### src/imem.hex
// One 32-bit instruction word per line, word 0 at address 0
// Word 5 is a JAL and word 9 a BEQ, all others are ADDI
00100093
00200113
00300193
00400213
00500293
0100006f
00600313
00700393
00800413
fe0008e3
00900493
00a00513
00b00593
00c00613
00d00693
00e00713

### src/fetch_cfg_pkg.sv
// Fetch configuration with the memory map, reset vector and queue depth
`default_nettype none

package fetch_cfg_pkg;

    //////////////////////////////////////////////////////////////////////
    // Memory map

    // First fetch after reset
    localparam logic [31:0] RESET_VEC = 32'h0000_0000;

    // Internal instruction memory
    localparam logic [31:0] IMEM_BASE = 32'h0000_0000;
    localparam int IMEM_WORDS = 16;
    localparam int IMEM_AW = $clog2(IMEM_WORDS);

    // External bus window
    localparam logic [31:0] BUS_BASE = 32'h0001_0000;
    localparam logic [31:0] BUS_BYTES = 32'h0000_1000;

    //////////////////////////////////////////////////////////////////////
    // Outstanding fetches

    localparam int FETCH_DEPTH = 2;
    // Counts 0 to FETCH_DEPTH inclusive
    localparam int FETCH_CW = $clog2(FETCH_DEPTH + 1);

endpackage

`default_nettype wire

### src/fetch_types_pkg.sv
// Instruction encoding and per-request fetch attribute types
`default_nettype none

package fetch_types_pkg;

    //////////////////////////////////////////////////////////////////////
    // Instruction word

    typedef struct packed {
        logic [6:0] funct7;
        logic [4:0] rs2;
        logic [4:0] rs1;
        logic [2:0] funct3;
        logic [4:0] rd;
        logic [6:0] opcode;
    } instr_fields_t;

    // Raw word for decode, field view for the early branch check
    typedef union packed {
        logic [31:0]   raw;
        instr_fields_t f;
    } instr_u;

    localparam logic [6:0] OPC_BRANCH = 7'b1100011;
    localparam logic [6:0] OPC_JAL    = 7'b1101111;
    localparam logic [6:0] OPC_JALR   = 7'b1100111;
    localparam logic [6:0] OPC_OP_IMM = 7'b0010011;

    //////////////////////////////////////////////////////////////////////
    // Fetch attributes

    // SRC_NONE marks an address outside both windows
    typedef enum logic [1:0] {
        SRC_IMEM = 2'd0,
        SRC_BUS  = 2'd1,
        SRC_NONE = 2'd2
    } src_e;

    typedef struct packed {
        logic [31:0] pc;
        src_e        src;
        logic        predicted;
    } fetch_attr_t;

endpackage

`default_nettype wire

### src/bus_sub_unit.sv
// Bus master for one outstanding instruction read with a held response
`default_nettype none

module bus_sub_unit (
    input  wire logic        clk,
    input  wire logic        rst,
    input  wire logic        req,
    input  wire logic [31:0] addr,
    input  wire logic        ack,
    output logic             ready,
    output logic             data_valid,
    output logic      [31:0] data,
    output logic             bus_req_valid,
    input  wire logic        bus_req_ready,
    output logic      [31:0] bus_addr,
    input  wire logic        bus_resp_valid,
    input  wire logic [31:0] bus_resp_data
);

    // Requesting phase is bus_req_valid, waiting phase is waiting
    logic waiting;

    always_ff @(posedge clk) begin
        if (req) begin
            bus_addr <= addr;
        end
        if (waiting && bus_resp_valid) begin
            data <= bus_resp_data;
        end
    end

    always_ff @(posedge clk) begin
        if (rst) begin
            bus_req_valid <= 1'b0;
            waiting <= 1'b0;
            data_valid <= 1'b0;
        end else begin
            if (req) begin
                bus_req_valid <= 1'b1;
            end else if (bus_req_valid && bus_req_ready) begin
                bus_req_valid <= 1'b0;
                waiting <= 1'b1;
            end
            if (waiting && bus_resp_valid) begin
                waiting <= 1'b0;
                data_valid <= 1'b1;
            end else if (ack) begin
                data_valid <= 1'b0;
            end
        end
    end

    assign ready = !bus_req_valid && !waiting && !data_valid;

endmodule

`default_nettype wire

### src/fetch_ctrl.sv
// Fetch control FSM holding the PC, choosing the next PC and issuing requests
`default_nettype none

module fetch_ctrl import fetch_cfg_pkg::*, fetch_types_pkg::*; (
    input  wire logic        clk,
    input  wire logic        rst,
    input  wire logic        flush,
    input  wire logic [31:0] flush_pc,
    input  wire logic        predict_taken,
    input  wire logic [31:0] predict_pc,
    input  wire logic        early_flush,
    input  wire logic [31:0] early_pc,
    input  wire logic        full,
    input  wire logic        imem_ready,
    input  wire logic        bus_ready,
    output logic      [31:0] fetch_pc,
    output logic             issue,
    output src_e             issue_src,
    output logic      [31:0] issue_pc,
    output logic             issue_predicted
);

    // INIT is !started, RUN is started && !halted, HALT is started && halted
    logic        started;
    logic        halted;
    logic [31:0] pc;
    logic [31:0] next_pc;
    logic        unit_ready;
    logic        any_flush;

    assign any_flush = flush || early_flush;

    //////////////////////////////////////////////////////////////////////
    // Address decode

    always_comb begin
        if ((pc - IMEM_BASE) < 32'(IMEM_WORDS * 4)) begin
            issue_src = SRC_IMEM;
        end else if ((pc - BUS_BASE) < BUS_BYTES) begin
            issue_src = SRC_BUS;
        end else begin
            issue_src = SRC_NONE;
        end
    end

    // A fault entry needs no source
    always_comb begin
        case (issue_src)
            SRC_IMEM: unit_ready = imem_ready;
            SRC_BUS:  unit_ready = bus_ready;
            default:  unit_ready = 1'b1;
        endcase
    end

    assign issue = started && !halted && !full && unit_ready && !any_flush;
    assign issue_pc = pc;
    assign issue_predicted = predict_taken;
    assign fetch_pc = pc;

    //////////////////////////////////////////////////////////////////////
    // Next PC by priority with external flush first

    always_comb begin
        if (flush) begin
            next_pc = flush_pc;
        end else if (early_flush) begin
            next_pc = early_pc;
        end else if (predict_taken) begin
            next_pc = predict_pc;
        end else begin
            next_pc = pc + 32'd4;
        end
    end

    always_ff @(posedge clk) begin
        if (rst) begin
            started <= 1'b0;
            halted <= 1'b0;
            pc <= RESET_VEC;
        end else begin
            if (!started) begin
                started <= 1'b1;
                pc <= RESET_VEC;
            end
            if (issue || any_flush) begin
                pc <= {next_pc[31:2], 2'b00};
            end
            // Stop after a fault entry until redirected
            if (any_flush) begin
                halted <= 1'b0;
            end else if (issue && (issue_src == SRC_NONE)) begin
                halted <= 1'b1;
            end
        end
    end

endmodule

`default_nettype wire

### src/fetch_return_queue.sv
// Attribute queue matching responses to requests and driving the decode side
`default_nettype none

module fetch_return_queue import fetch_cfg_pkg::*, fetch_types_pkg::*; (
    input  wire logic        clk,
    input  wire logic        rst,
    input  wire logic        issue,
    input  wire src_e        issue_src,
    input  wire logic [31:0] issue_pc,
    input  wire logic        issue_predicted,
    input  wire logic        empty,
    input  wire logic        discard,
    input  wire logic        flush,
    input  wire logic        instr_ready,
    input  wire logic        imem_valid,
    input  wire logic [31:0] imem_data,
    input  wire logic        bus_valid,
    input  wire logic [31:0] bus_data,
    output logic             pop,
    output logic             imem_ack,
    output logic             bus_ack,
    output logic             early_flush,
    output logic      [31:0] early_pc,
    output logic             instr_valid,
    output instr_u           instr,
    output logic      [31:0] instr_pc,
    output logic             instr_fault
);

    fetch_attr_t                      attr_q [FETCH_DEPTH];
    logic [$clog2(FETCH_DEPTH)-1:0]   wr_ptr;
    logic [$clog2(FETCH_DEPTH)-1:0]   rd_ptr;
    fetch_attr_t                      head;
    logic                             head_ready;
    logic                             accept;
    logic                             is_branch_or_jump;

    always_ff @(posedge clk) begin
        if (issue) begin
            attr_q[wr_ptr] <= '{pc: issue_pc, src: issue_src, predicted: issue_predicted};
        end
    end

    always_ff @(posedge clk) begin
        if (rst) begin
            wr_ptr <= '0;
            rd_ptr <= '0;
        end else begin
            wr_ptr <= wr_ptr + issue;
            rd_ptr <= rd_ptr + pop;
        end
    end

    //////////////////////////////////////////////////////////////////////
    // Head response selection

    assign head = attr_q[rd_ptr];

    always_comb begin
        case (head.src)
            SRC_IMEM: begin
                head_ready = imem_valid;
                instr.raw = imem_data;
            end
            SRC_BUS: begin
                head_ready = bus_valid;
                instr.raw = bus_data;
            end
            default: begin
                // Fault entry is ready at once
                head_ready = 1'b1;
                instr.raw = '0;
            end
        endcase
    end

    assign instr_pc = head.pc;
    assign instr_fault = (head.src == SRC_NONE);
    assign instr_valid = !empty && head_ready && !discard && !flush;
    assign accept = instr_valid && instr_ready;

    // Stale heads drain without reaching decode
    assign pop = !empty && head_ready && !flush && (discard || instr_ready);
    assign imem_ack = pop && (head.src == SRC_IMEM);
    assign bus_ack = pop && (head.src == SRC_BUS);

    //////////////////////////////////////////////////////////////////////
    // Early branch check

    assign is_branch_or_jump = instr.f.opcode inside {OPC_BRANCH, OPC_JAL, OPC_JALR};
    assign early_flush = accept && head.predicted && !instr_fault && !is_branch_or_jump;
    assign early_pc = head.pc + 32'd4;

endmodule

`default_nettype wire

### src/fetch_tracker.sv
// Counters for requests in flight and stale responses to discard after a flush
`default_nettype none

module fetch_tracker import fetch_cfg_pkg::*; (
    input  wire logic clk,
    input  wire logic rst,
    input  wire logic issue,
    input  wire logic pop,
    input  wire logic flush,
    input  wire logic early_flush,
    output logic      full,
    output logic      empty,
    output logic      discard
);

    logic [FETCH_CW-1:0] inflight;
    logic [FETCH_CW-1:0] inflight_next;
    logic [FETCH_CW-1:0] discard_cnt;

    assign inflight_next = inflight + FETCH_CW'(issue) - FETCH_CW'(pop);

    always_ff @(posedge clk) begin
        if (rst) begin
            inflight <= '0;
            discard_cnt <= '0;
        end else begin
            inflight <= inflight_next;
            // Everything still outstanding after a redirect is stale
            if (flush || early_flush) begin
                discard_cnt <= inflight_next;
            end else if (discard && pop) begin
                discard_cnt <= discard_cnt - 1'b1;
            end
        end
    end

    assign full = (inflight == FETCH_CW'(FETCH_DEPTH));
    assign empty = (inflight == '0);
    assign discard = (discard_cnt != '0);

endmodule

`default_nettype wire

### src/fetch_unit.sv
// Instruction fetch unit top level joining control, tracking, queue and sources
`default_nettype none

module fetch_unit import fetch_types_pkg::*; (
    input  wire logic        clk,
    input  wire logic        rst,
    input  wire logic        flush,
    input  wire logic [31:0] flush_pc,
    input  wire logic        predict_taken,
    input  wire logic [31:0] predict_pc,
    output logic      [31:0] fetch_pc,
    output logic             instr_valid,
    input  wire logic        instr_ready,
    output instr_u           instr,
    output logic      [31:0] instr_pc,
    output logic             instr_fault,
    output logic             bus_req_valid,
    input  wire logic        bus_req_ready,
    output logic      [31:0] bus_addr,
    input  wire logic        bus_resp_valid,
    input  wire logic [31:0] bus_resp_data
);

    logic        issue;
    src_e        issue_src;
    logic [31:0] issue_pc;
    logic        issue_predicted;
    logic        early_flush;
    logic [31:0] early_pc;
    logic        full;
    logic        empty;
    logic        discard;
    logic        pop;

    logic        imem_req;
    logic        imem_ready;
    logic        imem_valid;
    logic [31:0] imem_data;
    logic        imem_ack;
    logic        bus_req;
    logic        bus_ready;
    logic        bus_valid;
    logic [31:0] bus_data;
    logic        bus_ack;

    // Steer the issue pulse to the addressed source
    assign imem_req = issue && (issue_src == SRC_IMEM);
    assign bus_req  = issue && (issue_src == SRC_BUS);

    fetch_ctrl u_fetch_ctrl (
        .clk, .rst, .flush, .flush_pc, .predict_taken, .predict_pc,
        .early_flush, .early_pc, .full, .imem_ready, .bus_ready,
        .fetch_pc, .issue, .issue_src, .issue_pc, .issue_predicted
    );

    fetch_tracker u_fetch_tracker (
        .clk, .rst, .issue, .pop, .flush, .early_flush, .full, .empty, .discard
    );

    fetch_return_queue u_fetch_return_queue (
        .clk, .rst, .issue, .issue_src, .issue_pc, .issue_predicted,
        .empty, .discard, .flush, .instr_ready,
        .imem_valid, .imem_data, .bus_valid, .bus_data,
        .pop, .imem_ack, .bus_ack, .early_flush, .early_pc,
        .instr_valid, .instr, .instr_pc, .instr_fault
    );

    imem_sub_unit u_imem_sub_unit (
        .clk, .rst, .req(imem_req), .addr(issue_pc), .ack(imem_ack),
        .ready(imem_ready), .data_valid(imem_valid), .data(imem_data)
    );

    bus_sub_unit u_bus_sub_unit (
        .clk, .rst, .req(bus_req), .addr(issue_pc), .ack(bus_ack),
        .ready(bus_ready), .data_valid(bus_valid), .data(bus_data),
        .bus_req_valid, .bus_req_ready, .bus_addr, .bus_resp_valid, .bus_resp_data
    );

endmodule

`default_nettype wire

### src/imem_sub_unit.sv
// Internal instruction memory with one-cycle read and a held response
`default_nettype none

module imem_sub_unit import fetch_cfg_pkg::*; (
    input  wire logic        clk,
    input  wire logic        rst,
    input  wire logic        req,
    input  wire logic [31:0] addr,
    input  wire logic        ack,
    output logic             ready,
    output logic             data_valid,
    output logic      [31:0] data
);

    logic [31:0]        mem [IMEM_WORDS];
    logic [31:0]        offset;
    logic [IMEM_AW-1:0] index;

    initial begin
        $readmemh("/design/src/imem.hex", mem);
    end

    // Word index within the memory window
    assign offset = addr - IMEM_BASE;
    assign index = offset[IMEM_AW+1:2];

    always_ff @(posedge clk) begin
        if (req) begin
            data <= mem[index];
        end
    end

    always_ff @(posedge clk) begin
        if (rst) begin
            data_valid <= 1'b0;
        end else if (req) begin
            data_valid <= 1'b1;
        end else if (ack) begin
            data_valid <= 1'b0;
        end
    end

    // No new read while a word waits for its ack
    assign ready = !data_valid;

endmodule

`default_nettype wire

### config.mk
export PLATFORM = sky130hd
export DESIGN_NAME = fetch_unit
export DESIGN_NICKNAME = d
export VERILOG_FILES = /design/src/fetch_cfg_pkg.sv /design/src/fetch_types_pkg.sv /design/src/bus_sub_unit.sv /design/src/fetch_ctrl.sv /design/src/fetch_return_queue.sv /design/src/fetch_tracker.sv /design/src/fetch_unit.sv /design/src/imem_sub_unit.sv
export SDC_FILE = /design/constraint.sdc
export NUM_CORES = 1
export LEC_CHECK = 0
export BUFFER_PORTS_ARGS = -buffer_cell sky130_fd_sc_hd__clkbuf_2
export CELL_PAD_IN_SITES_DETAIL_PLACEMENT = 2
export CELL_PAD_IN_SITES_GLOBAL_PLACEMENT = 2
export CORE_AREA = 8 8 170 172
export DETAILED_ROUTE_END_ITERATION = 6
export DIE_AREA = 0 0 178 180
export PLACE_DENSITY = 0.75
export SLEW_MARGIN = 15
export SYNTH_ARGS = -nofsm -noshare
export SYNTH_HDL_FRONTEND = slang
export SYNTH_SLANG_ARGS = --single-unit
### constraint.sdc
create_clock -name clk -period 4.1 [get_ports clk]
set_input_delay 0.615 -clock clk [delete_from_list [all_inputs] [get_ports clk]]
set_output_delay 0.615 -clock clk [all_outputs]
set_load 0.03 [all_outputs]
# Yosys cells after proc, flatten, opt, wreduce, memory -nomap -nowiden
# Memory sizes are Yosys's and may differ from the RTL's. A register that Yosys moved wholly into a read port is not among the register bits.
# Index checks and enable logic that the tools add are counted.
[op_classes]
n_eq_ne = 9
n_mux = 22
addsub = 8
n_reduce_logical = 50
bitwise_logic = 1
order_cmp = 2
[ops]
columns = ["operator", "count"]
rows = [
  ["two-way mux 32 bit", 5],
  ["adder 32 x 3 -> 32 bit (second input constant)", 2],
  ["case mux 32 bit (2 select lines)", 1],
  ["< comparator 32 x 13 -> 1 bit (second input constant)", 1],
  ["< comparator 32 x 7 -> 1 bit (second input constant)", 1],
  ["subtractor 32 x 17 -> 32 bit (second input constant)", 1],
  ["logical AND 1 bit", 23],
  ["equality test 7 bit (second input constant)", 3],
  ["zero test 1 bit", 12],
  ["two-way mux 1 bit", 10],
  ["nonzero test 2 bit", 5],
  ["two-way mux 2 bit", 4],
  ["equality test 2 bit (second input constant)", 3],
  ["zero test 2 bit", 3],
  ["equality test 2 x 1 -> 1 bit (second input constant)", 2],
  ["case mux 1 bit (2 select lines)", 2],
  ["OR reduction 2 bit", 2],
  ["logical OR 1 bit", 3],
  ["nonzero test 3 bit", 1],
  ["adder 1 bit", 2],
  ["adder 2 x 1 -> 2 bit", 1],
  ["inequality test 2 bit (second input constant)", 1],
  ["AND reduction 2 bit", 1],
  ["subtractor 2 x 1 -> 2 bit", 1],
  ["other kinds (2)", 2],
]
[word_totals]
output_inout_bits = 131
mem_bits_rw = 66
regBits = 136
inputBits = 103
n_memories = 1
[mem_list]
columns = ["memory", "depth", "width", "rd", "rd_clocked_by_memory_dff", "write_ports", "line", "source"]
rows = [
  ["u_fetch_return_queue.attr_q", 2, 33, 1, 1, 1, "fetch_return_queue.sv:30", "fetch_attr_t attr_q [FETCH_DEPTH];"],
]

# Depth between registers and ports, before layout
[depth]
ltp_word = 15
depth_mapped = 14
mapped_depth_nobuf = 13

# Hierarchy
# Synthesis repeated with hierarchy kept, for this count alone.
[hier_totals]
hier_cells = 851
hier_area_um2 = 9582.9
[modules_own_cells]
columns = ["mod", "area_per_inst_um2", "cells_each", "n_inst", "seq_area_each_um2"]
rows = [
  ["fetch_return_queue", 4065.1, 313, 1, 2142.1],
  ["fetch_ctrl", 2917.8, 394, 1, 640.6],
  ["bus_sub_unit", 2043.2, 78, 1, 1981.9],
  ["imem_sub_unit", 286.5, 38, 1, 20.0],
  ["fetch_tracker", 249.0, 26, 1, 80.1],
  ["fetch_unit", 21.3, 2, 1, 0.0],
]

# Worst setup path before layout
# Ideal clock, no wire load.
[synth_path]
path_kind = "register -> register"
from = "mem u_fetch_return_queue.attr_q[0][2] (netlist bit)"
to = "mem u_fetch_return_queue.attr_q[1][0] (netlist bit), enable pin"
path_stages_with_launch = 8
path_buffers = 1
setup_slack_ns = 0.935
setup_ns = 0.393
synth_period_minus_slack_ns = 3.165
arrival_time_ns = 2.771
t_required_ns = 3.707
path_cell_list = "edfxtp_1 -> or3b_4 -> a2111oi_4 -> nand4b_2 -> nor2_2 -> buf_6 -> nor3_4 -> ha_1"
[synth_rtl]
columns = ["element", "line"]
rows = [
  ["start, declared", "fetch_return_queue.sv:30"],
]

==> impl_metrics.json <==
{
  "synth_cells": 742,
  "share_of_synthesized_area_occupied_by_flip_flops_and_latches_pct": 55.4,
  "result_of_the_run": "complete, no violations",
  "worst_ep_required_time_ns": 4.44,
  "post_synth_num_cell_types": 71,
  "ys_ff_latch": 170,
  "antenna_violating_nets_post_route": 0,
  "synth_edf_count": 128,
  "antenna_found_initial": 0,
  "synthArstFlopShare_pct": 0,
  "worst-r2r-cell-count": 9,
  "wl_um": 32600,
  "detailroute.via_count": 7026,
  "port-buffer-count": 223,
  "finalMaxSlewViolations": 0,
  "holdPathStages": 1,
  "worst_setup_path_start_kind": "flip-flop",
  "timing.final.crit_period_ns": 3.39,
  "tritoncts_sink_count": 170,
  "design.final.nets": 1072,
  "worst-endpoint-arrival_ns": 3.72,
  "ff2ff_setup_slack_ns": 0.71,
  "design.die.area_um2": 32000,
  "synthMostInstantiatedCell": "edfxtp_1",
  "rsz0062_at_grt": "no",
  "antenna-diode-count": 0,
  "critical_path_peak_fanout": 43,
  "yosysWarnings": 0,
  "cap_violations": 0,
  "grt_max_degree": 44,
  "drt-wirelength-per-cell_um": 24.8,
  "floorplan.die.height_um": 180,
  "post_cts_setup_buffer_count": 0,
  "finalHoldViolCount": 0,
  "clk-insertion-delay-late_ns": 0.45,
  "netlist_area_um2": 8450,
  "die_w_um": 178,
  "dp_hpwl_um": 23300,
  "synth.largest_area_cell": "edfxtp_1",
  "cts_root_buf": "clkbuf_16",
  "crit_path_end_kind": "flip-flop",
  "tritoncts_clock_tree": "done",
  "num_io_pins": 234,
  "grt.total_usage_pct": 20.2,
  "ir_drop_mv": 0.220,
  "timing.final.crit_share_pct": 82.6,
  "most_used_dff_post_synth": "edfxtp_1",
  "first_iter_violations": 552,
  "synthToLayoutAreaGrowth_pct": 24.3,
  "cpMostUsedCell": "a221oi_1",
  "num_rows": 60,
  "worst_rel_slew_slack_pct": 24.0,
  "htreeDepth": 4,
  "worst_r2r_startpoint": "u_fetch_return_queue.rd_ptr$_SDFF_PP0_",
  "route.detailed.vias_per_inst": 5.34,
  "setup.worst_path.class": "flip-flop to flip-flop",
  "hold_sp": "bus_resp_data[29]",
  "grt_pass1_wl_um": 49300,
  "placed_cells_incl_taps": 1284,
  "ys_top_cells_by_area": "edfxtp_1, dfxtp_1, xnor2_1",
  "grt.overflow.total": 0,
  "final_layout_size_suffix_gt1_share_pct": 32.8,
  "final-setup-viol-count": 0,
  "holdPathEnd": "u_bus_sub_unit.data[29]$_DFFE_PP_",
  "yosys.area.top_type_share_pct": 45.5,
  "post_synth.cell_area_avg_um2": 11.4,
  "timing.rr.end": "u_fetch_ctrl.fetch_pc[28]$_SDFFE_PP0P_",
  "worstHoldPathType": "primary input to flip-flop",
  "finish.utilization_pct": 39.9,
  "clock_tree.buffer_depth": 2,
  "timing_worst_slew_pin_value_ns": 1.14,
  "final_cell_count_no_fill": 1316,
  "synth_commonest_cells": "edfxtp_1, nand2_1, dfxtp_1, o21ai_0, nand3_1",
  "initial_utilization_pct": 32.1,
  "total_negative_slack_ns": 0,
  "ctsResizeCount": 0,
  "path_cells": "buf_4 -> mux2_2 -> ha_1 -> a21boi_0 -> and4_1 -> nand3_1 -> xnor2_1 -> a221oi_1 -> a221oi_1",
  "core_region_area_um2": 26400,
  "drt_first_pass_iters": 6,
  "cts_inserted_buffers": 17,
  "worst_setup_hold_path_clk_slew_ns": 0.08,
  "critical-path-max-stage-delay_ns": 0.47,
  "power_density_nw_per_um2": 501,
  "crit_path_max_delay_cell_type": "and4_1",
  "vias_in_the_first_global_route": 7765,
  "drc": 0,
  "cts-hold-fix-buffers": 0,
  "max_fclk_ghz": 0.295,
  "globalplace.congestion": 0.744,
  "clock_skew_ns": 0.0200,
  "nFillCells": 2799,
  "static-leakage-power_uw": 0.00408
}
## logic make-up (layout without fill, tap and decap cells)
group | after synthesis | count (layout) | share of synthesized area (%)
compound gates | 145 | 145 | 12.1
xor+xnor | 54 | 54 | 5.60
fa+ha+maj | 7 | 7 | 1.04
buf+inv | 76 | 304 | 4.87
flops | 170 | 170 | 55.4
mux | 37 | 37 | 4.72
other cells | 1 | 6 | 0.0444
simple gates | 252 | 252 | 16.3
## worst max-delay path, delay by kind of cell, from the launching register on
| family | cells | cell delay, ns |
|---|---|---|
| DFF | 1 | 0.44 |
| buffers and inverters | 1 | 0.45 |
| and+or+nand+nor | 2 | 0.63 |
| xor gates and xnor gates | 1 | 0.22 |
| adders and majority gates | 1 | 0.33 |
| muxes | 1 | 0.29 |
| AOI/OAI and AO/OA | 3 | 0.88 |
## cells in the final DEF, fill, tap and decap left out, types with 6 or more instances in the layout
| master | n |
|---|---|
| clkinv_8 | 6 |
| a22o_1 | 8 |
| nor3_1 | 6 |
| and2_1 | 35 |
| clkbuf_2 | 223 |
| and4_1 | 6 |
| clkbuf_16 | 17 |
| mux2i_1 | 14 |
| nand4b_1 | 8 |
| mux2_2 | 23 |
| a22oi_1 | 8 |
| o211ai_1 | 8 |
| buf_4 | 20 |
| nor2_1 | 26 |
| conb_1 | 6 |
| and3_1 | 10 |
| nand4_1 | 19 |
| dfxtp_1 | 41 |
| inv_1 | 26 |
| ha_1 | 7 |
| nor4_1 | 8 |
| a221oi_1 | 8 |
| nand3_1 | 36 |
| nand2_1 | 70 |
| xnor2_1 | 32 |
| a21oi_1 | 23 |
| edfxtp_1 | 128 |
| o21ai_0 | 42 |
| xor2_1 | 22 |
## worst max path at each step
stage	endpoint	start	cells past startpoint
5_1_grt	u_fetch_return_queue.attr_q[0][8]$_DFFE_PP_	u_fetch_return_queue.rd_ptr$_SDFF_PP0_	8
4_1_cts	u_fetch_ctrl.fetch_pc[28]$_SDFFE_PP0P_	u_fetch_return_queue.rd_ptr$_SDFF_PP0_	9
6_report	u_fetch_ctrl.fetch_pc[28]$_SDFFE_PP0P_	u_fetch_return_queue.rd_ptr$_SDFF_PP0_	9
3_5_place_dp	u_fetch_ctrl.fetch_pc[28]$_SDFFE_PP0P_	u_fetch_return_queue.rd_ptr$_SDFF_PP0_	9
3_3_place_gp	u_fetch_return_queue.attr_q[1][27]$_DFFE_PP_	u_fetch_return_queue.attr_q[0][2]$_DFFE_PP_	7
2_1_floorplan	u_fetch_return_queue.attr_q[1][0]$_DFFE_PP_	u_fetch_return_queue.attr_q[0][2]$_DFFE_PP_	7
## report_power, final
part	switching [uW]	internal [uW]	total (uW)
sequential	153	2000	2150
combinational	930	457	1390
clock	840	887	1730
## layout make-up
class / instances / area, um^2 / share of cell area [%]
Clock buffer: 17 / 425 / 4.05
Clock inverter: 15 / 204 / 1.94
Inverter: 28 / 105 / 1.00
Multi-Input combinational cell: 501 / 3380 / 32.1
Sequential cell: 170 / 4690 / 44.6
Tap cell: 341 / 427 / 4.06
Timing Repair Buffer: 244 / 1290 / 12.2
## stage by stage
stage	cell area (um^2)	power, uW	hold slack (ns)	worst slack, ns
finish	10500	5270	0.336	0.715
global route	10500	5480	0.325	0.540
CTS	10500	5310	0.323	0.724
detailed placement	9880	3560	0.508	0.790
global placement	9880	3520	0.508	0.914
floorplan	8470	3080	0.477	0.935
## routing by layer
metal	vias to the layer above	part of all wire, %	global-route usage [%]
met4	0	1.5	5.54
met1	3581	42	25.5
met2	220	50	34.2
met5	-	0	0
met3	30	6.5	4.44
li1	3195	-	-
## state kept, by name, summed over array words and instances (netlist names)
signal,cells
u_fetch_ctrl.halted,1
u_bus_sub_unit.waiting,1
u_bus_sub_unit.bus_req_valid,1
u_fetch_return_queue.wr_ptr,1
u_fetch_ctrl.fetch_pc,30
u_fetch_return_queue.rd_ptr,1
u_bus_sub_unit.data,32
u_fetch_tracker.inflight,2
u_imem_sub_unit.data_valid,1
u_fetch_return_queue.attr_q,66
u_fetch_ctrl.started,1
u_fetch_tracker.discard_cnt,2
u_bus_sub_unit.bus_addr,30
u_bus_sub_unit.data_valid,1
Power figures use the tool's default switching activity.
